## src/logic/constants_pkg.sv

```systemverilog
package constants_pkg;

    ////////////////////////////////////////////////////////////
    // Command encoding
    ////////////////////////////////////////////////////////////

    // Two-bit command code seen on the op port
    typedef enum logic [1:0] {
        REG_READ  = 2'b00,
        REG_WRITE = 2'b01,
        ADD       = 2'b10,
        SUB       = 2'b11
    } ALUOp;

    ////////////////////////////////////////////////////////////
    // Default datapath sizes
    ////////////////////////////////////////////////////////////

    // One byte per register
    localparam int DEFAULT_DATA_WIDTH = 8;

    // Eight registers
    localparam int DEFAULT_ADDR_WIDTH = 3;

endpackage

```

## src/logic/alu.sv

```systemverilog
`timescale 1ns/1ps

module alu #(
    parameter int DATA_WIDTH = constants_pkg::DEFAULT_DATA_WIDTH
) (
    input  logic [DATA_WIDTH-1:0] a,
    input  logic [DATA_WIDTH-1:0] b,
    input  logic                  subtract,
    output logic [DATA_WIDTH-1:0] result,
    output logic                  cout,
    output logic                  ovf
);

    import constants_pkg::*;

    localparam int MSB = DATA_WIDTH - 1;

    // Second operand after optional inversion
    logic [DATA_WIDTH-1:0] b_eff;

    // Sum with one extra bit for the carry out
    logic [DATA_WIDTH:0] sum;

    ////////////////////////////////////////////////////////////
    // Add or subtract
    ////////////////////////////////////////////////////////////

    // Subtraction as a + ~b + 1
    assign b_eff = subtract ? ~b : b;

    assign sum = {1'b0, a} + {1'b0, b_eff} + {{DATA_WIDTH{1'b0}}, subtract};

    assign result = sum[MSB:0];

    // High on subtract means no borrow, i.e. a >= b unsigned
    assign cout = sum[DATA_WIDTH];

    ////////////////////////////////////////////////////////////
    // Signed overflow
    ////////////////////////////////////////////////////////////

    // Operands of equal sign giving a result of the other sign
    assign ovf = (a[MSB] == b_eff[MSB]) && (result[MSB] != a[MSB]);

endmodule

```

## src/logic/alu_registers.sv

```systemverilog
`timescale 1ns/1ps

module alu_registers #(
    parameter int DATA_WIDTH = constants_pkg::DEFAULT_DATA_WIDTH,
    parameter int ADDR_WIDTH = constants_pkg::DEFAULT_ADDR_WIDTH
) (
    input  logic                  clk,
    input  logic                  reset,
    input  logic                  cmd_valid,
    input  constants_pkg::ALUOp   op,
    input  logic [ADDR_WIDTH-1:0] addr_a,
    input  logic [ADDR_WIDTH-1:0] addr_b,
    input  logic [ADDR_WIDTH-1:0] addr_r,
    input  logic [DATA_WIDTH-1:0] data_in,
    output logic [DATA_WIDTH-1:0] data_out,
    output logic                  data_valid,
    output logic                  carry,
    output logic                  overflow
);

    import constants_pkg::*;

    // Register file ports
    logic [ADDR_WIDTH-1:0] rd0_addr;
    logic [ADDR_WIDTH-1:0] rd1_addr;
    logic [ADDR_WIDTH-1:0] wr_addr;
    logic                  wr_en;
    logic [DATA_WIDTH-1:0] wr_data;
    logic [DATA_WIDTH-1:0] rd0_data;
    logic [DATA_WIDTH-1:0] rd1_data;

    // ALU control and results
    logic                  subtract;
    logic [DATA_WIDTH-1:0] alu_result;
    logic                  alu_cout;
    logic                  alu_ovf;

    ////////////////////////////////////////////////////////////
    // Command stage and write-back
    ////////////////////////////////////////////////////////////

    op_sequencer #(
        .DATA_WIDTH (DATA_WIDTH),
        .ADDR_WIDTH (ADDR_WIDTH)
    ) sequencer (
        .clk        (clk),
        .reset      (reset),
        .cmd_valid  (cmd_valid),
        .op         (op),
        .addr_a     (addr_a),
        .addr_b     (addr_b),
        .addr_r     (addr_r),
        .data_in    (data_in),
        .rd0_data   (rd0_data),
        .alu_result (alu_result),
        .alu_cout   (alu_cout),
        .alu_ovf    (alu_ovf),
        .rd0_addr   (rd0_addr),
        .rd1_addr   (rd1_addr),
        .wr_addr    (wr_addr),
        .wr_en      (wr_en),
        .subtract   (subtract),
        .wr_data    (wr_data),
        .data_out   (data_out),
        .data_valid (data_valid),
        .carry      (carry),
        .overflow   (overflow)
    );

    ////////////////////////////////////////////////////////////
    // Storage and arithmetic
    ////////////////////////////////////////////////////////////

    register_file #(
        .DATA_WIDTH (DATA_WIDTH),
        .ADDR_WIDTH (ADDR_WIDTH)
    ) registers (
        .clk      (clk),
        .reset    (reset),
        .rd0_addr (rd0_addr),
        .rd1_addr (rd1_addr),
        .wr_addr  (wr_addr),
        .wr_en    (wr_en),
        .wr_data  (wr_data),
        .rd0_data (rd0_data),
        .rd1_data (rd1_data)
    );

    // Operands straight from the read ports
    alu #(
        .DATA_WIDTH (DATA_WIDTH)
    ) arith_unit (
        .a        (rd0_data),
        .b        (rd1_data),
        .subtract (subtract),
        .result   (alu_result),
        .cout     (alu_cout),
        .ovf      (alu_ovf)
    );

endmodule

```

## src/logic/op_sequencer.sv

```systemverilog
`timescale 1ns/1ps

module op_sequencer #(
    parameter int DATA_WIDTH = constants_pkg::DEFAULT_DATA_WIDTH,
    parameter int ADDR_WIDTH = constants_pkg::DEFAULT_ADDR_WIDTH
) (
    input  logic                  clk,
    input  logic                  reset,
    input  logic                  cmd_valid,
    input  constants_pkg::ALUOp   op,
    input  logic [ADDR_WIDTH-1:0] addr_a,
    input  logic [ADDR_WIDTH-1:0] addr_b,
    input  logic [ADDR_WIDTH-1:0] addr_r,
    input  logic [DATA_WIDTH-1:0] data_in,
    input  logic [DATA_WIDTH-1:0] rd0_data,
    input  logic [DATA_WIDTH-1:0] alu_result,
    input  logic                  alu_cout,
    input  logic                  alu_ovf,
    output logic [ADDR_WIDTH-1:0] rd0_addr,
    output logic [ADDR_WIDTH-1:0] rd1_addr,
    output logic [ADDR_WIDTH-1:0] wr_addr,
    output logic                  wr_en,
    output logic                  subtract,
    output logic [DATA_WIDTH-1:0] wr_data,
    output logic [DATA_WIDTH-1:0] data_out,
    output logic                  data_valid,
    output logic                  carry,
    output logic                  overflow
);

    import constants_pkg::*;

    // Command stage
    logic                  stage_valid;
    ALUOp                  stage_op;
    logic [ADDR_WIDTH-1:0] stage_addr_a;
    logic [ADDR_WIDTH-1:0] stage_addr_b;
    logic [ADDR_WIDTH-1:0] stage_addr_r;
    logic [DATA_WIDTH-1:0] stage_data;

    // Decoded from the stage
    logic stage_arith;
    logic stage_reports;

    ////////////////////////////////////////////////////////////
    // Command capture
    ////////////////////////////////////////////////////////////

    always_ff @(posedge clk) begin
        if (reset) begin
            stage_valid <= 1'b0;
        end else begin
            stage_valid <= cmd_valid;
        end
    end

    // Payload only matters while stage_valid is set
    always_ff @(posedge clk) begin
        if (cmd_valid) begin
            stage_op     <= op;
            stage_addr_a <= addr_a;
            stage_addr_b <= addr_b;
            stage_addr_r <= addr_r;
            stage_data   <= data_in;
        end
    end

    ////////////////////////////////////////////////////////////
    // Operand routing and write-back
    ////////////////////////////////////////////////////////////

    assign stage_arith   = (stage_op == ADD) || (stage_op == SUB);
    assign stage_reports = stage_valid && (stage_op != REG_WRITE);

    // A on port 0, B on port 1
    assign rd0_addr = stage_addr_a;
    assign rd1_addr = stage_addr_b;
    assign subtract = (stage_op == SUB);

    // Every command except REG_READ writes a register
    assign wr_en   = stage_valid && (stage_op != REG_READ);
    assign wr_addr = (stage_op == REG_WRITE) ? stage_addr_a : stage_addr_r;
    assign wr_data = (stage_op == REG_WRITE) ? stage_data : alu_result;

    ////////////////////////////////////////////////////////////
    // Result and flag registers
    ////////////////////////////////////////////////////////////

    always_ff @(posedge clk) begin
        if (reset) begin
            data_valid <= 1'b0;
            carry      <= 1'b0;
            overflow   <= 1'b0;
        end else begin
            data_valid <= stage_reports;
            // Flags hold through reads and writes
            if (stage_valid && stage_arith) begin
                carry    <= alu_cout;
                overflow <= alu_ovf;
            end
        end
    end

    // Old register contents for a read, else the ALU result
    always_ff @(posedge clk) begin
        if (stage_reports) begin
            data_out <= (stage_op == REG_READ) ? rd0_data : alu_result;
        end
    end

    // Checks

    op_known_check: assert property (
        @(posedge clk) disable iff (reset)
        cmd_valid |-> !$isunknown(op)
    ) else $error("op_sequencer: unknown op with cmd_valid");

    // Two edges from strobe to data_valid
    valid_source_check: assert property (
        @(posedge clk) disable iff (reset)
        data_valid |-> $past(cmd_valid && op != REG_WRITE, 2)
    ) else $error("op_sequencer: data_valid without a reporting command");

    flag_hold_check: assert property (
        @(posedge clk) disable iff (reset)
        (!$stable(carry) || !$stable(overflow)) && !$past(reset)
            |-> $past(cmd_valid && (op == ADD || op == SUB), 2)
    ) else $error("op_sequencer: flags changed without ADD or SUB");

endmodule

```

## src/logic/register_file.sv

```systemverilog
`timescale 1ns/1ps

module register_file #(
    parameter int DATA_WIDTH = constants_pkg::DEFAULT_DATA_WIDTH,
    parameter int ADDR_WIDTH = constants_pkg::DEFAULT_ADDR_WIDTH
) (
    input  logic                  clk,
    input  logic                  reset,
    input  logic [ADDR_WIDTH-1:0] rd0_addr,
    input  logic [ADDR_WIDTH-1:0] rd1_addr,
    input  logic [ADDR_WIDTH-1:0] wr_addr,
    input  logic                  wr_en,
    input  logic [DATA_WIDTH-1:0] wr_data,
    output logic [DATA_WIDTH-1:0] rd0_data,
    output logic [DATA_WIDTH-1:0] rd1_data
);

    import constants_pkg::*;

    localparam int NUM_REGS = 2 ** ADDR_WIDTH;

    // Register storage
    logic [DATA_WIDTH-1:0] regs [NUM_REGS];

    ////////////////////////////////////////////////////////////
    // Write port
    ////////////////////////////////////////////////////////////

    // Reset clears every register so reads after reset return zero
    always_ff @(posedge clk) begin
        if (reset) begin
            for (int i = 0; i < NUM_REGS; i++) begin
                regs[i] <= '0;
            end
        end else if (wr_en) begin
            regs[wr_addr] <= wr_data;
        end
    end

    ////////////////////////////////////////////////////////////
    // Read ports
    ////////////////////////////////////////////////////////////

    // Contents before the write of the coming edge
    assign rd0_data = regs[rd0_addr];
    assign rd1_data = regs[rd1_addr];

    // Checks

    // A write must carry a known address and value into the array
    wr_known_check: assert property (
        @(posedge clk) disable iff (reset)
        wr_en |-> !$isunknown({wr_addr, wr_data})
    ) else $error("register_file write with unknown address or data");

endmodule

```

## config.mk

```make
export PLATFORM = sky130hd
export DESIGN_NAME = alu_registers
export DESIGN_NICKNAME = d
export VERILOG_FILES = /design/src/logic/constants_pkg.sv /design/src/logic/alu.sv /design/src/logic/alu_registers.sv /design/src/logic/op_sequencer.sv /design/src/logic/register_file.sv
export SDC_FILE = /design/constraint.sdc
export NUM_CORES = 1
export LEC_CHECK = 0
export BUFFER_PORTS_ARGS = -buffer_cell sky130_fd_sc_hd__buf_2
export CAP_MARGIN = 20
export CORE_UTILIZATION = 55
export DETAILED_ROUTE_END_ITERATION = 10
export GPL_TIMING_DRIVEN = 0
export PLACE_DENSITY = 0.82
export SYNTH_ARGS = -nofsm -noshare
export SYNTH_HDL_FRONTEND = slang
export SYNTH_SLANG_ARGS = --single-unit
```

## constraint.sdc

```tcl
create_clock -name clk -period 3.9 [get_ports clk]
set_input_delay 0.78 -clock clk [delete_from_list [all_inputs] [get_ports clk]]
set_output_delay 0.78 -clock clk [all_outputs]
set_load 0.02 [all_outputs]
```

Word level (Yosys, flattened, before mapping) --
Memory sizes are Yosys's and may differ from the RTL's. A register that Yosys moved wholly into a read port is not among the register bits. Index checks and enable logic that the tools add are counted.
Storage, ports and cells: register bits 31, memory bits (writable) 64, input port bits 22, memories 1
Memories:
- registers.regs | words 8, bits a word 8, read ports 2, clocked after Yosys merged registers in 2, write ports 8, line register_file.sv:23 | logic [DATA_WIDTH-1:0] regs [NUM_REGS];
Cells by class: add/subtract/negate cells 2, eq/ne operators 6, muxes and demuxes 14, bitwise logic cells 1, reductions and logical operators 8
Operators by type and width (count):
- $mux W8 | 4
- $mux W3 | 4
- $add A8 B8 Y9 | 1
- $add A9 B1 Y9 | 1
- $not A8 Y8 | 1
- $reduce_or A8 Y1 | 1
- $mux W1 | 6
- $eq A2 B2 Y1 const B | 2
- $logic_and A1 B1 Y1 | 4
- $eq A2 B1 Y1 const B | 1
- $logic_not A2 Y1 | 1
- $ne A2 B1 Y1 const B | 1
- $reduce_bool A2 Y1 | 1
- $eq A1 B1 Y1 | 1
- $logic_or A1 B1 Y1 | 1
- $ne A1 B1 Y1 | 1

Longest topological paths before layout --
Gate-level depths: netlist of the first run.
word-level depth 7, mapped depth 13, mapped depth without buffers 11

Hierarchy --
A second synthesis of the first run with hierarchy kept.
Second synthesis, totals: cell total of the unflattened synthesis 347, area total of the unflattened synthesis 5213.8 sq um
Modules (own cells, without submodules):
- register_file | instances 1, cells each 222, area an instance 3525.9 sq um, sequential area each 1921.8 sq um
- op_sequencer | instances 1, cells each 65, area an instance 1217.4 sq um, sequential area each 890.9 sq um
- alu | instances 1, cells each 60, area an instance 470.5 sq um, sequential area each 0.0 sq um

Least setup slack after synthesis of the first run --
Ideal clock, no wire load.
path kind flip-flop to flip-flop, from register with a tool-made name, to memory registers.regs[0][7] (netlist name), data pin, library setup time 0.261 ns, arrival time 3.438 ns, required time 3.639 ns, setup slack 0.202 ns, cell stages (with the launch flop) 13, buffers on the path 3, period minus slack after synthesis 3.698 ns, path through dfxtp_1 > buf_6 > buf_1 > mux4_2 > mux2i_1 > xor2_1 > ha_1 > buf_2 > and2_1 > a22o_1 > a311oi_4 > nor3_1 > a221o_1
RTL lines (line):
- end, declared | register_file.sv:23

==> out/metrics.cfg, run 1 <==
[clocking]
clk_root_buffer_cell = sky130_fd_sc_hd__clkbuf_8
cts_tree = yes
clock_tree.htree_level_count = 3
clk_pin_slew_worst_paths_ns = 0.09
cts.sink_count = 101
clk_latency_ns = 0.38
cts_hold_repair.buffers = 0
cts_bufs_inserted = 9
clk_path_buf_depth = 2

[cells_and_area]
most_frequent_cells_in_the_layout = sky130_fd_sc_hd__edfxtp_1 (91), sky130_fd_sc_hd__nor2_1 (68), sky130_fd_sc_hd__buf_2 (35)
post_route_cells_drive_above_1_share_pct = 24.4
final-instance-count-excl-fill = 605
num_antenna_cells = 0
nNetsFinal = 497
most_common_cell_after_layout_fill_and_taps_aside = sky130_fd_sc_hd__edfxtp_1
final_cell_area_um2 = 6060
flow.area_growth_from_synthesis_pct = 9.37

[setup_path]
ff2ff_setup_slack_ns = 0.20
worstReg2RegEnd = registers.regs[2][5]
critical_path_arrival_ns = 3.81
critical_path.max_fanout = 10
setup.worst_path.start_class = register
reg2reg_depth = 11
worst_ep_required_time_ns = 4.01
critPathKind = register to register
end_kind = register

[global_routing]
grt_start_max_net_pins = 21
globalRouteTotalUtil_pct = 26.2
grt_first_pass_wirelength_um = 19300
overflow = 0
first_global_vias = 3668
antenna_found_initial = 0

[detailed_routing]
drc_errors = 0
vias_per_cell = 6.21
wirelength_um = 12600
drtIter0Drc = 430
final_antenna_net_count = 0
num_vias = 3755
routed_wire_length_per_instance_um = 20.8
detailedRoute.firstPassIterationCount = 5

[place]
place_worst_setup_slack_ns = -0.406
post_dp_cell_area_um2 = 5870
dpl.cell_count = 591
place.gp.congestion = 0.949
io_buffer_count = 32
dpl.hpwl_um = 9060

[timing]
final_setup_fails = 0
final_max_slew_viol_count = 0
hold_violations = 0
fmax_achieved_mhz = 270
timing.clock.skew_ns = 0.0135
maxSlewHeadroom_pct = 40.4
finalCriticalPeriod_ns = 3.70
grt_setup_unrepaired = no
totalNegativeSetupSlack_ns = 0
worst_pin_slew_ns = 0.892
fin_ws_ns = 0.198
timing.final.crit_share_pct = 94.9

[worst_hold_path]
worst_hold_path.num_cells = 1
classification_of_the_worst_slack_hold_path = register to register
min-delay-start = sequencer.rd1_addr[1]

[run_status]
outcome = finished clean

[flow_run]
max-cap-violations = 0

[floorplan]
die_h_um = 102
initial_core_util_pct = 56.7
die_area_um2 = 10500
row_count = 36
coreArea_um2 = 9770
dieWidth_um = 102
top_level_port_count = 33

[yosys]
synth.lib_cells_used.distinct = 55
ys_seq_elements = 101
synthesis.nets = 456
syn_area_um2 = 5540
synthesis.instances = 426
seq_area_frac_synth_pct = 52.9
postSynthAreaPerCell_um2 = 13.0
count_of_yosys_warnings_during_synthesis = 0

[pwr]
power-per-cell-area_nw_per_um2 = 450
leakagePower_nw = 2.22
p_total_w = 0.00273
ir_drop_uv = 273

-- synthesized netlist by cell type, drive strengths merged --
cell	number	area, um^2
nand3b	2	15.0
ha	7	87.6
inv	6	22.5
a211oi	1	7.51
nand2b	16	100
dfxtp	10	200
mux4	32	732
a311oi	2	35.0
nor2	69	262
a22oi	1	7.51
nor3b	3	22.5
nor3	10	50.1
o21ai	10	53.8
or3	8	50.1
a31oi	4	40.0
o311ai	8	70.1
edfxtp	91	2730
nand3	9	45.0
mux2i	9	106
mux2	15	176
o22ai	1	6.26
or2	4	25.0
xor2	9	78.8
a211o	4	35.0
o21a	1	7.51
buf	11	71.3
fa	1	20.0
a221o	4	40.0
xor3	1	25.0
o31ai	2	28.8
o211ai	2	15.0
a21o	2	15.0
nand2	21	81.3
xnor2	5	43.8
nor2b	7	43.8
and2	6	37.5
o21bai	5	37.5
clkbuf	19	71.3
a21oi	7	35.0
a22o	1	8.76
-- registers in the layout, indices dropped and copies added, names as in the netlist, 2 cells and up, named ones only --
register	count
sequencer.stage_op	2
sequencer.rd1_addr	3
sequencer.stage_data	8
sequencer.data_out	8
registers.regs	64
sequencer.rd0_addr	3
sequencer.stage_addr_r	3
-- worst max-delay path: stages (launching register included) --
cell and delay, ns:
sky130_fd_sc_hd__dfxtp_1 0.55, sky130_fd_sc_hd__clkbuf_2 0.38, sky130_fd_sc_hd__mux4_2 0.35, sky130_fd_sc_hd__mux2i_1 0.25, sky130_fd_sc_hd__xor2_1 0.13, sky130_fd_sc_hd__ha_1 0.38
sky130_fd_sc_hd__nand2_1 0.13, sky130_fd_sc_hd__or3_1 0.32, sky130_fd_sc_hd__a311oi_1 0.37, sky130_fd_sc_hd__o21ai_1 0.19, sky130_fd_sc_hd__a31oi_4 0.31, sky130_fd_sc_hd__nor2_1 0.07
-- where the power goes --
group | switching [W] | internal (W)
sequential | 0.0000313 | 0.00126
combinational | 0.000492 | 0.000321
clock | 0.000383 | 0.000241
-- metal layers --
layer	vias to the layer above	global-route usage [%]	part of all wire (%)
li1	1694	-	-
met1	1813	34.6	39
met2	215	42.1	48
met3	33	5.20	10
met4	0	12.0	2.8
met5	-	0	0
-- how the worst max path moves through the flow --
stage,end,slack [ns],cells past startpoint
after floorplan,registers.regs[0][7],0.20,12
after global placement,registers.regs[4][7],-0.34,11
after detailed placement,registers.regs[2][7],-0.41,11
after CTS,registers.regs[0][7],0.01,11
after global routing,registers.regs[2][6],0.03,10
final,registers.regs[2][5],0.20,11
-- stage by stage --
| stage | util (%) | hold WS, ns |
|---|---|---|
| 2_1_floorplan | - | 0.449 |
| 3_3_place_gp | 60.0 | 0.456 |
| 3_5_place_dp | 60.0 | 0.474 |
| 4_1_cts | 61.8 | 0.498 |
| 5_1_grt | 62.0 | 0.508 |
| 6_report | 62.0 | 0.497 |
-- cell type report --
cell class / count / area, um^2
Tap cell: 133 / 166
Sequential cell: 101 / 2930
Clock inverter: 7 / 55.1
Timing Repair Buffer: 34 / 188
Clock buffer: 9 / 124
Buffer: 26 / 129
Fill cell: 754 / 3710
Inverter: 6 / 22.5
Multi-Input combinational cell: 289 / 2440
-- kinds of logic after synthesis --
group                    after synthesis  synth area share [%]
AND/OR/NAND/NOR                      155                  13.2
flip-flops                           101                  52.9
adder cells (fa/ha/maj)                8                  1.94
multiplexers                          56                  18.3
AO/OA/AOI/OAI                         55                  7.99
XOR/XNOR                              15                  2.66
buffers and inverters                 36                  2.98
-- timing repair --
item	CTS	global route
gates resized for setup	1	0
cloned	0	0
setup buffers	0	2
endpoints found under the setup margin	22	17
endpoints found under the hold margin	0	0
pin swaps	1	1
(Power assumes the default switching activity.)
==> run 2: changes to the inputs <==
- SYNTH_HIERARCHICAL: default -> 1
==> run 2 against run 1 <==
Against the previous run:
- worst hold slack improved by 0.076 ns
- first-iteration DRC count fell by 16%
- total power rose by 2.1%
- via count fell by 9.7%
- synthesized area fell by 5.9%
- highest routed layer unchanged
==> out/metrics.cfg, run 2 <==
[place]
place.gp.congestion = 0.906
dpl.hpwl_um = 8660
dpl.cell_count = 490
place_worst_setup_slack_ns = -0.109
io_buffer_count = 32

[run_status]
outcome = finished clean

[cells_and_area]
most_common_cell_after_layout_fill_and_taps_aside = sky130_fd_sc_hd__edfxtp_1
nFillCells = 670
regMostFlops = registers/regs
post_route_cells_drive_above_1_share_pct = 29.0
num_antenna_cells = 0
flow.area_growth_from_synthesis_pct = 10.8
largestRegisters = registers/regs: 64 flops, sequencer/data_out: 8 flops, sequencer/stage_data: 8 flops
final-instance-count-excl-fill = 504
nNetsFinal = 418
largest_reg_flops = 64
most_frequent_cells_in_the_layout = sky130_fd_sc_hd__edfxtp_1 (91), sky130_fd_sc_hd__nor3_1 (65), sky130_fd_sc_hd__buf_2 (37)

[detailed_routing]
vias_per_cell = 6.72
drc_errors = 0
num_vias = 3389
routed_wire_length_per_instance_um = 23.8
drtIter0Drc = 363
final_antenna_net_count = 0
detailedRoute.firstPassIterationCount = 5
wirelength_um = 12000

[global_routing]
grt_first_pass_wirelength_um = 18400
grt_start_max_net_pins = 21
globalRouteTotalUtil_pct = 25.7
first_global_vias = 3311
antenna_found_initial = 0
overflow = 0

[setup_path]
crit_path_top_delay_cell = sky130_fd_sc_hd__mux4_1
path_cells = buf_6, buf_12, mux4_1, mux2_2, mux2i_2, fa_1, nor2b_1, o31a_1, o31ai_2, a21boi_1, mux2_2, clkinv_2, nor3_1
worst_ep_required_time_ns = 4.09
crit_path_max_incr_delay_ns = 0.65
critPathBufInv = 3
critical_path.max_fanout = 10
crit_family = multiplexers
worst_path_most_repeated_cell = sky130_fd_sc_hd__mux2_2
critical_path_arrival_ns = 4.00
critPathKind = register to register
setup.worst_path.start_class = register
end_kind = register

[yosys]
postSynthAreaPerCell_um2 = 15.0
synth_top_flop_cell = sky130_fd_sc_hd__edfxtp_1
synthesis.nets = 377
synthesis.instances = 347
seq_area_frac_synth_pct = 53.9
synth_async_sr_flop_share_pct = 0
syn_area_um2 = 5210
synth-edff-count = 91
ranking_of_synthesized_cells_by_area = sky130_fd_sc_hd__edfxtp_1 (52%), sky130_fd_sc_hd__mux4_1 (15%), sky130_fd_sc_hd__mux2_2 (7.6%)
synth.lib_cells_used.distinct = 49
synth.largest_area_cell = sky130_fd_sc_hd__edfxtp_1
count_of_yosys_warnings_during_synthesis = 6
synthMostInstantiatedCell = sky130_fd_sc_hd__edfxtp_1
ys_seq_elements = 95
synth_top_cell_area_share_pct = 52.4
synth_common_cells = sky130_fd_sc_hd__edfxtp_1 (91), sky130_fd_sc_hd__nor3_1 (65), sky130_fd_sc_hd__mux2_2 (35)

[pwr]
ir_drop_uv = 373
power.switching_w = 0.000855
leakagePower_nw = 2.10
power_frac_seq_pct = 43.9
internal_power_w = 0.00193
power-per-cell-area_nw_per_um2 = 482
switching_share_pct = 30.7
clkPwrFrac_pct = 28.1
p_comb_share_pct = 28.0

[floorplan]
top_level_port_count = 33
initial_core_util_pct = 56.7
row_count = 35
coreArea_um2 = 9200
die_area_um2 = 9870
dieWidth_um = 99.4
die_h_um = 99.4

[clocking]
cts_bufs_inserted = 9
cts_tree = yes
clock_tree.htree_level_count = 3
cts.sink_count = 95
clk_root_buffer_cell = sky130_fd_sc_hd__clkbuf_8
clk_pin_slew_worst_paths_ns = 0.10
post_cts.repair.setup_buffers = 0
cts_hold_repair.buffers = 0
clk_path_buf_depth = 2
clk_latency_ns = 0.37

[timing]
maxSlewHeadroom_pct = 35.7
fin_ws_ns = 0.0879
hold_violations = 0
timing.final.crit_share_pct = 97.7
final_max_slew_viol_count = 0
totalNegativeSetupSlack_ns = 0
timing.clock.skew_ns = 0.0132
grt_setup_unrepaired = no
final_setup_fails = 0
worst_pin_slew_ns = 0.962
finalCriticalPeriod_ns = 3.81
holdWs_ns = 0.573
fmax_achieved_mhz = 262

[flow_run]
max-cap-violations = 0

[worst_hold_path]
classification_of_the_worst_slack_hold_path = register to register

-- run 2: cell types whose count changed in the layout (fill, tap and decap cells not counted), sizes merged, moves of 8 or more --
cell / change
mux2: +20
nor2: -63
mux2i: -8
nand2b: -13
or3: -8
nor3: +55
nand2: -18
o311ai: -8
-- run 2: cells by family (layout without fill, tap and decap cells) --
group	count (synthesis)	after routing	share of synthesized area (%)
AND/OR/NAND/NOR	95	95	9.70
flip-flops	95	95	53.9
buffers and inverters	38	84	4.10
AO/OA/AOI/OAI	31	31	4.44
adder cells (fa/ha/maj)	8	8	2.06
multiplexers	68	68	23.7
XOR/XNOR	12	12	2.02
-- run 2: per-layer routing --
layer  vias up  share of wire (%)  track usage (%)
met4         0                2.5             8.82
li1       1480                  -                -
met1      1661                 37             32.3
met5         -                  0                0
met3        37                9.3             5.83
met2       211                 51             44.1
-- run 2: power by group through the flow --
stage	Clock, W	Sequential [W]	Combinational [W]
after floorplan	0	0.00125	0.000530
after global placement	0	0.00124	0.000724
after detailed placement	0	0.00124	0.000750
after CTS	0.000787	0.00122	0.000757
after global routing	0.000827	0.00123	0.000834
final	0.000782	0.00122	0.000780
-- run 2: worst paths after layout --
path | startpoint | slack (ns) | depth (start not counted) | to
worst max-delay path | sequencer/rd0_addr[0] | 0.09 | 13 | registers/regs[5][6]
worst min register to register | sequencer/carry | 0.57 | 2 | sequencer/carry
worst min-delay path | sequencer/carry | 0.57 | 2 | sequencer/carry
worst max register to register | sequencer/rd0_addr[0] | 0.09 | 13 | registers/regs[5][6]
-- run 2: area by class of cell --
type	count	area, um^2	area share (%)
clock buffer	10	128	2.21
inverter	11	46.3	0.802
timing repair buffer	32	160	2.77
buffer	25	168	2.90
multi-input combinational	214	2200	38.2
sequential	95	2810	48.7
clock inverter	6	116	2.02
tap	111	139	2.41
-- run 2: timing repair --
action,CTS,global route
pin swaps,0,0
resized for setup,3,4
endpoints found under the setup margin,19,22
-- run 2: per-stage QoR --
stage	power, W	utilization, %	instance area, um^2
2_1_floorplan	0.00178	-	5210
3_3_place_gp	0.00196	59.9	5510
3_5_place_dp	0.00199	59.9	5510
4_1_cts	0.00277	62.7	5760
5_1_grt	0.00289	62.8	5770
6_report	0.00279	62.8	5770
-- run 2: worst reg2reg max path, stage by stage, from the launching register on --
cell,delay (ns)
sky130_fd_sc_hd__edfxtp_1,0.38
sky130_fd_sc_hd__buf_6,0.16
sky130_fd_sc_hd__buf_12,0.15
sky130_fd_sc_hd__mux4_1,0.65
sky130_fd_sc_hd__mux2_2,0.35
sky130_fd_sc_hd__mux2i_2,0.23
sky130_fd_sc_hd__fa_1,0.28
sky130_fd_sc_hd__nor2b_1,0.08
sky130_fd_sc_hd__o31a_1,0.28
sky130_fd_sc_hd__o31ai_2,0.24
sky130_fd_sc_hd__a21boi_1,0.25
sky130_fd_sc_hd__mux2_2,0.21
sky130_fd_sc_hd__clkinv_2,0.14
sky130_fd_sc_hd__nor3_1,0.25
